[src/hw/uart_cfg_pkg.sv]
`default_nettype none

package uart_cfg_pkg;

    // System clock and serial line rate
    localparam int clk_freq  = 1_600_000;
    localparam int baud_rate = 100_000;

    // Clock cycles per bit time
    localparam int baud_div = clk_freq / baud_rate;

    // Bit-time counter runs 0 to baud_div-1
    localparam int baud_cnt_w = $clog2(baud_div);

    // Number of channels and width of a channel index
    localparam int num_chan = 4;
    localparam int chan_w   = $clog2(num_chan);

endpackage

`default_nettype wire

[src/hw/uart_msg_pkg.sv]
`default_nettype none

package uart_msg_pkg;

    import uart_cfg_pkg::*;

    ////////////////////////////////////////
    // Host side transmit request
    ////////////////////////////////////////

    typedef struct packed {
        logic [chan_w-1:0] chan;
        logic [7:0]        data;
    } tx_req_t;

    ////////////////////////////////////////
    // Received byte as seen by the host
    ////////////////////////////////////////

    // Overrun marks a byte dropped on this channel before this one
    typedef struct packed {
        logic [chan_w-1:0] chan;
        logic [7:0]        data;
        logic              overrun;
    } rx_msg_t;

endpackage

`default_nettype wire

[src/hw/uart_channel.sv]
`timescale 1ns/1ps
`default_nettype none

module uart_channel
    import uart_cfg_pkg::*;
(
    input  wire logic       clk,
    input  wire logic       rst_n,
    input  wire logic       rx,
    output logic            tx,
    input  wire logic [7:0] tx_data,
    input  wire logic       tx_start,
    output logic            tx_busy,
    output logic [7:0]      rx_data,
    output logic            rx_done
);

    typedef enum logic [1:0] {
        rx_st_idle,
        rx_st_start,
        rx_st_data,
        rx_st_stop
    } rx_state_t;

    typedef enum logic {
        tx_st_idle,
        tx_st_shift
    } tx_state_t;

    ////////////////////////////////////////
    // Receiver
    ////////////////////////////////////////

    logic [2:0]            rx_sync;
    logic                  rx_s;
    logic                  rx_fall;
    rx_state_t             rx_state;
    logic [baud_cnt_w-1:0] rx_cnt;
    logic                  rx_tick;
    logic [2:0]            rx_bit_cnt;
    logic [7:0]            rx_shift;

    // Three stage synchroniser, line idles high
    always_ff @(posedge clk or negedge rst_n) begin
        if (!rst_n) begin
            rx_sync <= 3'b111;
        end else begin
            rx_sync <= {rx_sync[1:0], rx};
        end
    end

    assign rx_s    = rx_sync[2];
    assign rx_fall = rx_sync[2] & ~rx_sync[1];
    assign rx_tick = (rx_cnt == baud_cnt_w'(baud_div - 1));

    always_ff @(posedge clk or negedge rst_n) begin
        if (!rst_n) begin
            rx_state   <= rx_st_idle;
            rx_cnt     <= '0;
            rx_bit_cnt <= '0;
            rx_done    <= 1'b0;
        end else begin
            rx_done <= 1'b0;
            case (rx_state)
                rx_st_idle: begin
                    // Preload so the first tick lands mid start bit
                    if (rx_fall) begin
                        rx_state <= rx_st_start;
                        rx_cnt   <= baud_cnt_w'(baud_div / 2 - 1);
                    end
                end
                rx_st_start: begin
                    if (rx_tick) begin
                        rx_cnt     <= '0;
                        rx_bit_cnt <= '0;
                        // Glitch on the line, not a real start bit
                        rx_state   <= rx_s ? rx_st_idle : rx_st_data;
                    end else begin
                        rx_cnt <= rx_cnt + 1'b1;
                    end
                end
                rx_st_data: begin
                    if (rx_tick) begin
                        rx_cnt <= '0;
                        if (rx_bit_cnt == 3'd7) begin
                            rx_state <= rx_st_stop;
                        end else begin
                            rx_bit_cnt <= rx_bit_cnt + 1'b1;
                        end
                    end else begin
                        rx_cnt <= rx_cnt + 1'b1;
                    end
                end
                rx_st_stop: begin
                    if (rx_tick) begin
                        rx_cnt   <= '0;
                        rx_state <= rx_st_idle;
                        // Framing error drops the byte silently
                        rx_done  <= rx_s;
                    end else begin
                        rx_cnt <= rx_cnt + 1'b1;
                    end
                end
                default: rx_state <= rx_st_idle;
            endcase
        end
    end

    // Data bits arrive LSB first
    always_ff @(posedge clk) begin
        if (rx_state == rx_st_data && rx_tick) begin
            rx_shift <= {rx_s, rx_shift[7:1]};
        end
        if (rx_state == rx_st_stop && rx_tick && rx_s) begin
            rx_data <= rx_shift;
        end
    end

    ////////////////////////////////////////
    // Transmitter
    ////////////////////////////////////////

    tx_state_t             tx_state;
    logic [baud_cnt_w-1:0] tx_cnt;
    logic                  tx_tick;
    logic [3:0]            tx_bit_cnt;
    logic [8:0]            tx_shift;

    assign tx_tick = (tx_cnt == baud_cnt_w'(baud_div - 1));

    // Start bit goes out on the load cycle, bit_cnt tracks the bit on the line
    always_ff @(posedge clk or negedge rst_n) begin
        if (!rst_n) begin
            tx_state   <= tx_st_idle;
            tx_cnt     <= '0;
            tx_bit_cnt <= '0;
            tx_busy    <= 1'b0;
            tx         <= 1'b1;
        end else begin
            case (tx_state)
                tx_st_idle: begin
                    if (tx_start) begin
                        tx_state   <= tx_st_shift;
                        tx_cnt     <= '0;
                        tx_bit_cnt <= '0;
                        tx_busy    <= 1'b1;
                        tx         <= 1'b0;
                    end
                end
                tx_st_shift: begin
                    if (tx_tick) begin
                        tx_cnt <= '0;
                        // End of the stop bit
                        if (tx_bit_cnt == 4'd9) begin
                            tx_state <= tx_st_idle;
                            tx_busy  <= 1'b0;
                        end else begin
                            tx         <= tx_shift[0];
                            tx_bit_cnt <= tx_bit_cnt + 1'b1;
                        end
                    end else begin
                        tx_cnt <= tx_cnt + 1'b1;
                    end
                end
            endcase
        end
    end

    // Eight data bits then the stop bit, filled with ones behind
    always_ff @(posedge clk) begin
        if (tx_state == tx_st_idle && tx_start) begin
            tx_shift <= {1'b1, tx_data};
        end else if (tx_state == tx_st_shift && tx_tick) begin
            tx_shift <= {1'b1, tx_shift[8:1]};
        end
    end

endmodule

`default_nettype wire

[src/hw/tx_dispatch.sv]
`timescale 1ns/1ps
`default_nettype none

module tx_dispatch
    import uart_cfg_pkg::*;
    import uart_msg_pkg::*;
(
    input  wire logic                     clk,
    input  wire logic                     rst_n,
    input  wire logic                     tx_write,
    input  wire tx_req_t                  tx_req,
    output logic [num_chan-1:0]           tx_full,
    output logic [num_chan-1:0]           chan_start,
    output logic [num_chan-1:0][7:0]      chan_data,
    input  wire logic [num_chan-1:0]      chan_busy
);

    logic [num_chan-1:0] slot_full;
    logic [num_chan-1:0] wr_sel;
    logic [num_chan-1:0] wr_take;

    // Channel field selects one slot
    always_comb begin
        wr_sel = '0;
        if (tx_write) begin
            wr_sel[tx_req.chan] = 1'b1;
        end
    end

    // A write to a full slot is dropped
    assign wr_take = wr_sel & ~slot_full;

    // Slot hands its byte over as soon as the channel is idle
    assign chan_start = slot_full & ~chan_busy;
    assign tx_full    = slot_full;

    always_ff @(posedge clk or negedge rst_n) begin
        if (!rst_n) begin
            slot_full <= '0;
        end else begin
            for (int i = 0; i < num_chan; i++) begin
                if (wr_take[i]) begin
                    slot_full[i] <= 1'b1;
                end else if (chan_start[i]) begin
                    slot_full[i] <= 1'b0;
                end
            end
        end
    end

    always_ff @(posedge clk) begin
        for (int i = 0; i < num_chan; i++) begin
            if (wr_take[i]) begin
                chan_data[i] <= tx_req.data;
            end
        end
    end

endmodule

`default_nettype wire

[src/hw/rx_collect.sv]
`timescale 1ns/1ps
`default_nettype none

module rx_collect
    import uart_cfg_pkg::*;
    import uart_msg_pkg::*;
(
    input  wire logic                     clk,
    input  wire logic                     rst_n,
    input  wire logic [num_chan-1:0]      chan_done,
    input  wire logic [num_chan-1:0][7:0] chan_rx_data,
    output logic                          rx_valid,
    output rx_msg_t                       rx_msg
);

    logic [num_chan-1:0]      slot_full;
    logic [num_chan-1:0]      slot_ovr;
    logic [num_chan-1:0][7:0] slot_data;

    logic [chan_w-1:0]        last_served;
    logic [chan_w-1:0]        grant;
    logic                     grant_valid;
    logic [num_chan-1:0]      served;

    ////////////////////////////////////////
    // Round-robin pick
    ////////////////////////////////////////

    // Search starts just after the slot served last
    always_comb begin
        logic [chan_w-1:0] idx;
        grant_valid = 1'b0;
        grant       = last_served;
        for (int i = 1; i <= num_chan; i++) begin
            idx = chan_w'((int'(last_served) + i) % num_chan);
            if (!grant_valid && slot_full[idx]) begin
                grant_valid = 1'b1;
                grant       = idx;
            end
        end
    end

    assign served = grant_valid ? (num_chan'(1) << grant) : '0;

    ////////////////////////////////////////
    // Slots
    ////////////////////////////////////////

    // New byte on a full unserved slot overwrites it and flags the loss
    always_ff @(posedge clk or negedge rst_n) begin
        if (!rst_n) begin
            slot_full <= '0;
            slot_ovr  <= '0;
        end else begin
            for (int i = 0; i < num_chan; i++) begin
                if (chan_done[i]) begin
                    slot_full[i] <= 1'b1;
                    slot_ovr[i]  <= slot_full[i] & ~served[i];
                end else if (served[i]) begin
                    slot_full[i] <= 1'b0;
                    slot_ovr[i]  <= 1'b0;
                end
            end
        end
    end

    always_ff @(posedge clk) begin
        for (int i = 0; i < num_chan; i++) begin
            if (chan_done[i]) begin
                slot_data[i] <= chan_rx_data[i];
            end
        end
    end

    // Registered output, one message per cycle at most
    always_ff @(posedge clk or negedge rst_n) begin
        if (!rst_n) begin
            rx_valid    <= 1'b0;
            rx_msg      <= '0;
            last_served <= chan_w'(num_chan - 1);
        end else begin
            rx_valid <= grant_valid;
            if (grant_valid) begin
                rx_msg.chan    <= grant;
                rx_msg.data    <= slot_data[grant];
                rx_msg.overrun <= slot_ovr[grant];
                last_served    <= grant;
            end
        end
    end

endmodule

`default_nettype wire

[src/hw/uart_hub.sv]
`timescale 1ns/1ps
`default_nettype none

module uart_hub
    import uart_cfg_pkg::*;
    import uart_msg_pkg::*;
(
    input  wire logic                clk,
    input  wire logic                rst_n,
    input  wire logic                tx_write,
    input  wire tx_req_t             tx_req,
    output logic [num_chan-1:0]      tx_full,
    input  wire logic [num_chan-1:0] rx_line,
    output logic [num_chan-1:0]      tx_line,
    output logic                     rx_valid,
    output rx_msg_t                  rx_msg
);

    logic [num_chan-1:0]      chan_start;
    logic [num_chan-1:0]      chan_busy;
    logic [num_chan-1:0][7:0] chan_data;
    logic [num_chan-1:0]      chan_done;
    logic [num_chan-1:0][7:0] chan_rx_data;

    // Host writes into per-channel holding slots
    tx_dispatch tx_dispatch_i (
        .clk        (clk),
        .rst_n      (rst_n),
        .tx_write   (tx_write),
        .tx_req     (tx_req),
        .tx_full    (tx_full),
        .chan_start (chan_start),
        .chan_data  (chan_data),
        .chan_busy  (chan_busy)
    );

    ////////////////////////////////////////
    // Channel transceivers
    ////////////////////////////////////////

    for (genvar g = 0; g < num_chan; g++) begin : g_chan
        uart_channel uart_channel_i (
            .clk      (clk),
            .rst_n    (rst_n),
            .rx       (rx_line[g]),
            .tx       (tx_line[g]),
            .tx_data  (chan_data[g]),
            .tx_start (chan_start[g]),
            .tx_busy  (chan_busy[g]),
            .rx_data  (chan_rx_data[g]),
            .rx_done  (chan_done[g])
        );
    end

    // Received bytes merged into one tagged stream
    rx_collect rx_collect_i (
        .clk          (clk),
        .rst_n        (rst_n),
        .chan_done    (chan_done),
        .chan_rx_data (chan_rx_data),
        .rx_valid     (rx_valid),
        .rx_msg       (rx_msg)
    );

endmodule

`default_nettype wire

[config.mk]
export PLATFORM = sky130hd
export DESIGN_NAME = uart_hub
export DESIGN_NICKNAME = d
export VERILOG_FILES = /design/src/hw/uart_cfg_pkg.sv /design/src/hw/uart_msg_pkg.sv /design/src/hw/uart_channel.sv /design/src/hw/tx_dispatch.sv /design/src/hw/rx_collect.sv /design/src/hw/uart_hub.sv
export SDC_FILE = /design/constraint.sdc
export NUM_CORES = 1
export LEC_CHECK = 0
export ABC_AREA = 1
export BUFFER_PORTS_ARGS = -buffer_cell sky130_fd_sc_hd__clkbuf_2
export CAP_MARGIN = 20
export CORE_UTILIZATION = 55
export DETAILED_ROUTE_END_ITERATION = 8
export PLACE_DENSITY = 0.72
export SYNTH_ARGS = -nofsm -noshare
export SYNTH_HDL_FRONTEND = slang
export SYNTH_SLANG_ARGS = --single-unit
[constraint.sdc]
create_clock -name clk -period 4.18 [get_ports clk]
set_input_delay 1.045 -clock clk [delete_from_list [all_inputs] [get_ports clk]]
set_output_delay 1.045 -clock clk [all_outputs]
set_load 0.02 [all_outputs]
* After elaboration in Yosys (flattened, before gate mapping)
Index checks and enable logic that the tools add are counted.
Storage, ports and cells: register bits after elaboration 282, bits in latches 0, memory bits (writable) 0, ROM bits 0, memories 0
Cells by class: add/subtract/negate cells 20, $mul 0, div/mod/pow operators 0, order comparisons 7, equal/unequal tests 68, shift operators 1, multiplexer cells 184, bitwise operators 24, reductions and logical operators 67
Operators with widths (number):
- 4-bit two-way mux | 26
- 4-bit case mux with 2 select lines | 12
- 8-bit two-way mux | 9
- 1-bit two-way mux | 70
- 2-bit two-way mux | 28
- 4-bit by 1-bit adder with 4-bit output, second input constant | 12
- 4-bit equality test, second input constant | 12
- 2-bit by 1-bit inequality test with 1-bit output, second input constant | 20
- 2-bit inequality test, second input constant | 20
- 3-bit two-way mux | 12
- 2-bit case mux with 4 select lines | 4
- 2-bit nonzero test | 16
- 1-bit logical AND | 24
- 1-bit case mux with 2 select lines | 12
- 3-bit case mux with 2 select lines | 4
- 3-bit AND reduction | 8
- 5-bit AND reduction | 4
- 2-bit by 3-bit < comparator with 1-bit output, second input constant | 6
- 8-bit binary-select mux with 2-bit select | 1
- 2-bit equality test, second input constant | 8
- 4-bit AND reduction | 4
- 3-bit by 1-bit adder with 3-bit output, second input constant | 4
- 3-bit equality test, second input constant | 4
- 1-bit inverter | 12
- 13 further kinds | 39

* Depth between registers and ports, before layout
depth in word-level cells 18, gate-level depth with buffers 13

* Hierarchy
A second synthesis with hierarchy kept.
Unflattened totals: cells, all modules 1069, area, all modules 12054.1 um^2
Modules (own cells, without submodules):
- uart_channel at g_chan[2].uart_channel_i ... | times used 2, cells an instance 180, area each 2068.2 um^2
- rx_collect | times used 1, cells an instance 280, area each 2687.6 um^2
- uart_channel at g_chan[0].uart_channel_i | times used 1, cells an instance 180, area each 2070.7 um^2
- uart_channel at g_chan[1].uart_channel_i | times used 1, cells an instance 180, area each 1974.4 um^2
- tx_dispatch | times used 1, cells an instance 69, area each 1184.9 um^2

* Worst setup path before layout
Ideal clock, no wire load.
path type input -> register, from input port tx_write, to register tx_dispatch_i.chan_data[10] (netlist bit), enable pin, setup time 0.386 ns, arrival 1.835 ns, data required time 3.794 ns, path slack 1.959 ns, stages on the path 4, buffers on the path 0, path through inv_1 nor2_1 inv_1 nor3_1
On the way: longest elaborated chain between the ends 2
Ends and longest elaborated chain:
- from (decl) | line uart_hub.sv:10 | input wire logic tx_write,
- 4-bit two-way mux | line tx_dispatch.sv:25 | if (tx_write) begin
- 4-bit AND | line tx_dispatch.sv:31 | assign wr_take = wr_sel & ~slot_full;
- via tx_dispatch_i.wr_take[1] | line tx_dispatch.sv:20 | logic [num_chan-1:0] wr_take;
- to (signal, indexed assignment) | line tx_dispatch.sv:54 | chan_data[i] <= tx_req.data;
- to (decl) | line tx_dispatch.sv:14 | output logic [num_chan-1:0][7:0] chan_data,
The timed path passes the listed nets, and every way through them passes these cells. A chain may end at the register's enable or synchronous reset.

* Worst setup path in the final report
from register g_chan[3].uart_channel_i.tx_cnt[0], to register g_chan[3].uart_channel_i.tx_bit_cnt[2]
On the way: longest elaborated chain between the ends 3
Ends and longest elaborated chain:
- from (decl) | line uart_channel.sv:124 | logic [baud_cnt_w-1:0] tx_cnt;
- from (signal assigned) | line uart_channel.sv:162 | tx_cnt <= tx_cnt + 1'b1;
- 4-bit equality test | line uart_channel.sv:129 | assign tx_tick = (tx_cnt == baud_cnt_w'(baud_div - 1));
- 2-bit inequality test (no line)
- 3-bit AND reduction (no line)
- to (signal assigned) | line uart_channel.sv:159 | tx_bit_cnt <= tx_bit_cnt + 1'b1;
- to (decl) | line uart_channel.sv:126 | logic [3:0] tx_bit_cnt;
No other way between the ends.

==> results.toml <==
[logic_synthesis]
syn_area_per_cell_um2 = 11.8
ys_seq_area_share_pct = 69.8
synthAdderAreaFrac_pct = 2.66
yosysWarnings = 0
synth_area_leaders = "edfxtp_1 (43%), dfrtp_1 (23%), nand2_1 (6.8%), dfstp_2 (4.2%), nand3_1 (4.1%)"
yosys.area.top_type_share_pct = 42.5
ys_seq_elements = 282
netlist_area_um2 = 11300
synth.area.mux_share_pct = 0.0886
synth-compound-area-share_pct = 6.97
synthArstFlopShare_pct = 43.3
synth_top_area_cell = "edfxtp_1"
netlist-cell-type-count = 40
synth_simple_gate_area_share_pct = 15.7
synth_nets = 994
syn_inst = 953
synth_top_family_by_area = "simple AND/OR/NAND/NOR gates"
synth-xor-area-share_pct = 0.465
synth-edff-count = 160
yosys_most_used_dff = "edfxtp_1"

[power]
clock_power_share_pct = 29.4
p_comb_share_pct = 27.8
max-vdd-ir-drop_v = 0.000322
sw_frac_of_total_pct = 33.4
p_switching_w = 0.00302
total_power_w = 0.00904
p_int_w = 0.00602
pwr-share-seq_pct = 42.8
powerDensity_nw_per_um2 = 709
leakage_nw = 5.36

[global_route]
grt_pass1_wl_um = 31200
grt_usage_pct = 18.1
antenna_found_initial = 0
overflow = 0
grt_start_max_net_pins = 95
grt_pass1_vias = 6459

[drt]
final_antenna_net_count = 0
firstDrtPassIters = 9
drt-wirelength-per-cell_um = 14.0
drc = 1
num_vias = 6820
wirelength_um = 18300
vias_per_cell = 5.23
drt_iter0_drc = 585

[cts]
clkSinkCount = 282
cts_resized = 0
cts_tree = "yes"
clockRootBuffer = "clkbuf_16"
clockBufferDepth = 3
numCtsBuffers = 28
htreeDepth = 1
ctsHoldBuffers = 0
postCtsSetupBuffers = 0
insertion_delay_ns = 0.53
clkTransAtPathRegs_ns = 0.06

[hold_path]
hp-class = "flop to flop"

[setup_path]
crit_arrival_ns = 2.89
end_kind = "flop"
slowest_delay_ns = 0.66
start_kind = "flop"
cp_slowest_cell = "nor2_1"
crit_path_cell_trace = "ha_1 > inv_1 > o21ai_0 > o21ai_1 > nor2_1 > o21ai_1 > inv_1 > nand2_1 > a21oi_1 > o21a_1"
crit_buf_inv = 2
cp_top_family = "compound AO/OA/AOI/OAI gates"
worstPathRequired_ns = 4.64
critPathMaxFanout = 11
worstSetupPathType = "flop to flop"

[placed_design]
port_buffers = 36
pre_cts_slack_ns = 1.59
post_dp_cell_area_um2 = 11700
dp_hpwl_um = 11800
gp_routability_congestion = 0.797

[status]
status = "complete, but fails checks"
violations = "DRC"

[timing]
worst_slack_ns = 1.76
clock.fmax_mhz = 413
setup_tns_ns = 0
setup_viol = 0
tightest_slew_ns = 1.10
finClkSkew_ns = 0.0118
slew_headroom_pct = 26.3
holdWs_ns = 0.355
rsz0062_at_grt = "false"
min_period_over_period_pct = 57.9
slew_viol_final = 0
period_needed_ns = 2.42
hold_viol = 0

[floorplan]
die_w_um = 145
die_y_um = 145
die_area_um2 = 21100
rows = 52
start_util_pct = 56.0
core_um2 = 20200
io_pins = 37

[job]
cap_violations = 0

[cells_and_area]
final_cell_area_um2 = 12700
nets = 1052
drive_gt1_share_pct = 13.2
area_growth_pct = 12.8
antenna_cells = 0
layout make-up:
class | count | area, um^2
tap | 270 | 338
clock buffer | 34 | 754
clock inverter | 18 | 244
timing repair buffer | 45 | 241
sequential | 282 | 7880
fill | 1518 | 7430
inverter | 97 | 364
multi-input combinational | 557 | 2920
routing by layer:
layer	track usage, %	wire length (um)
met4	5.21	247
met1	26.8	8930
met2	27.9	8310
met3	2.80	771
met5	0	0
worst register-to-register path, stage by stage, from the launching register on:
cell and delay, ns:
dfrtp_1 0.40, ha_1 0.19, inv_1 0.04, o21ai_0 0.21, o21ai_1 0.14, nor2_1 0.66
o21ai_1 0.27, inv_1 0.14, nand2_1 0.07, a21oi_1 0.12, o21a_1 0.12
Yosys cell counts, types with 6 or more instances:
master,count
nand2_1,206
edfxtp_1,160
dfrtp_1,104
nand3_1,92
inv_1,90
o21ai_0,57
nor2_1,55
ha_1,24
a21oi_1,18
dfstp_2,18
nor3_1,17
a32o_1,11
o21ai_1,8
o22ai_1,8
buf_4,6
flip-flops by register name, indices dropped and copies added (netlist names), 4 cells and up, named ones only:
signal and flops:
rx_collect_i.slot_full 4, g_chan.uart_channel_i.tx_cnt 16, rx_collect_i.slot_data 32, g_chan.uart_channel_i.rx_data 32
g_chan.uart_channel_i.tx_state 4, rx_collect_i.rx_msg 11, g_chan.uart_channel_i.tx 4, g_chan.uart_channel_i.rx_sync 12
tx_dispatch_i.chan_data 32, g_chan.uart_channel_i.rx_shift 32, rx_collect_i.slot_ovr 4, g_chan.uart_channel_i.tx_bit_cnt 16
g_chan.uart_channel_i.tx_shift 32, g_chan.uart_channel_i.rx_cnt 16, g_chan.uart_channel_i.rx_done 4, g_chan.uart_channel_i.rx_state 4
g_chan.uart_channel_i.tx_busy 4, g_chan.uart_channel_i.rx_bit_cnt 12, tx_dispatch_i.tx_full 4
power by group through the flow:
| stage | Sequential (W) | Combinational (W) | Clock (W) |
|---|---|---|---|
| global route | 0.00393 | 0.00288 | 0.00284 |
| detailed placement | 0.00391 | 0.00250 | 0 |
| floorplan | 0.00390 | 0.00196 | 0 |
| global placement | 0.00390 | 0.00243 | 0 |
| CTS | 0.00387 | 0.00253 | 0.00271 |
| finish | 0.00386 | 0.00251 | 0.00266 |
metrics by stage:
stage	util (%)	std cells
detailed placement	58.0	1244
finish	63.2	1303
global placement	58.0	1244
global route	63.2	1303
floorplan	-	953
CTS	63.0	1296
final timing paths:
kind                                                                start  slack [ns]  cells after the start                                            endpoint
max                        g_chan[3].uart_channel_i.tx_cnt[0]$_DFFE_PN0P_        1.76                     10  g_chan[3].uart_channel_i.tx_bit_cnt[2]$_DFFE_PN0P_
min                         g_chan[1].uart_channel_i.rx_sync[0]$_DFF_PN1_        0.35                      0       g_chan[1].uart_channel_i.rx_sync[1]$_DFF_PN1_
max reg2reg                g_chan[3].uart_channel_i.tx_cnt[0]$_DFFE_PN0P_        1.76                     10  g_chan[3].uart_channel_i.tx_bit_cnt[2]$_DFFE_PN0P_
min reg2reg                 g_chan[1].uart_channel_i.rx_sync[0]$_DFF_PN1_        0.35                      0       g_chan[1].uart_channel_i.rx_sync[1]$_DFF_PN1_
max in group asynchronous                                           rst_n        2.73                      2             rx_collect_i.last_served[1]$_DFFE_PN1P_
min in group asynchronous                                           rst_n        0.60                      1  g_chan[1].uart_channel_i.tx_bit_cnt[3]$_DFFE_PN0P_
cells by family (layout without fill, tap and decap cells):
logic type | Yosys count | in the layout
mux | 1 | 1
fa+ha+maj | 24 | 24
buf+inv | 114 | 194
xor+xnor | 6 | 6
simple gates | 397 | 397
compound gates | 129 | 129
flops | 282 | 282
cell usage in the layout, fill, tap and decap left out, types with 5 or more instances in the layout:
master and instances:
nand2_1 206, edfxtp_1 160, dfrtp_1 104, nand3_1 92, inv_1 90, o21ai_0 57, nor2_1 55, clkbuf_2 35
clkbuf_16 29, ha_1 24, a21oi_1 18, dfstp_2 18, nor3_1 17, a32o_1 11, o21ai_1 8, o22ai_1 8
bufinv_16 6, clkinv_2 6, inv_2 5, nand2_2 5, nand2_4 5, o31ai_1 5, clkinv_1 5, o21bai_1 5
or2_2 5, xor2_1 5, buf_2 5
No activity file was read; power rests on OpenSTA's default activity.
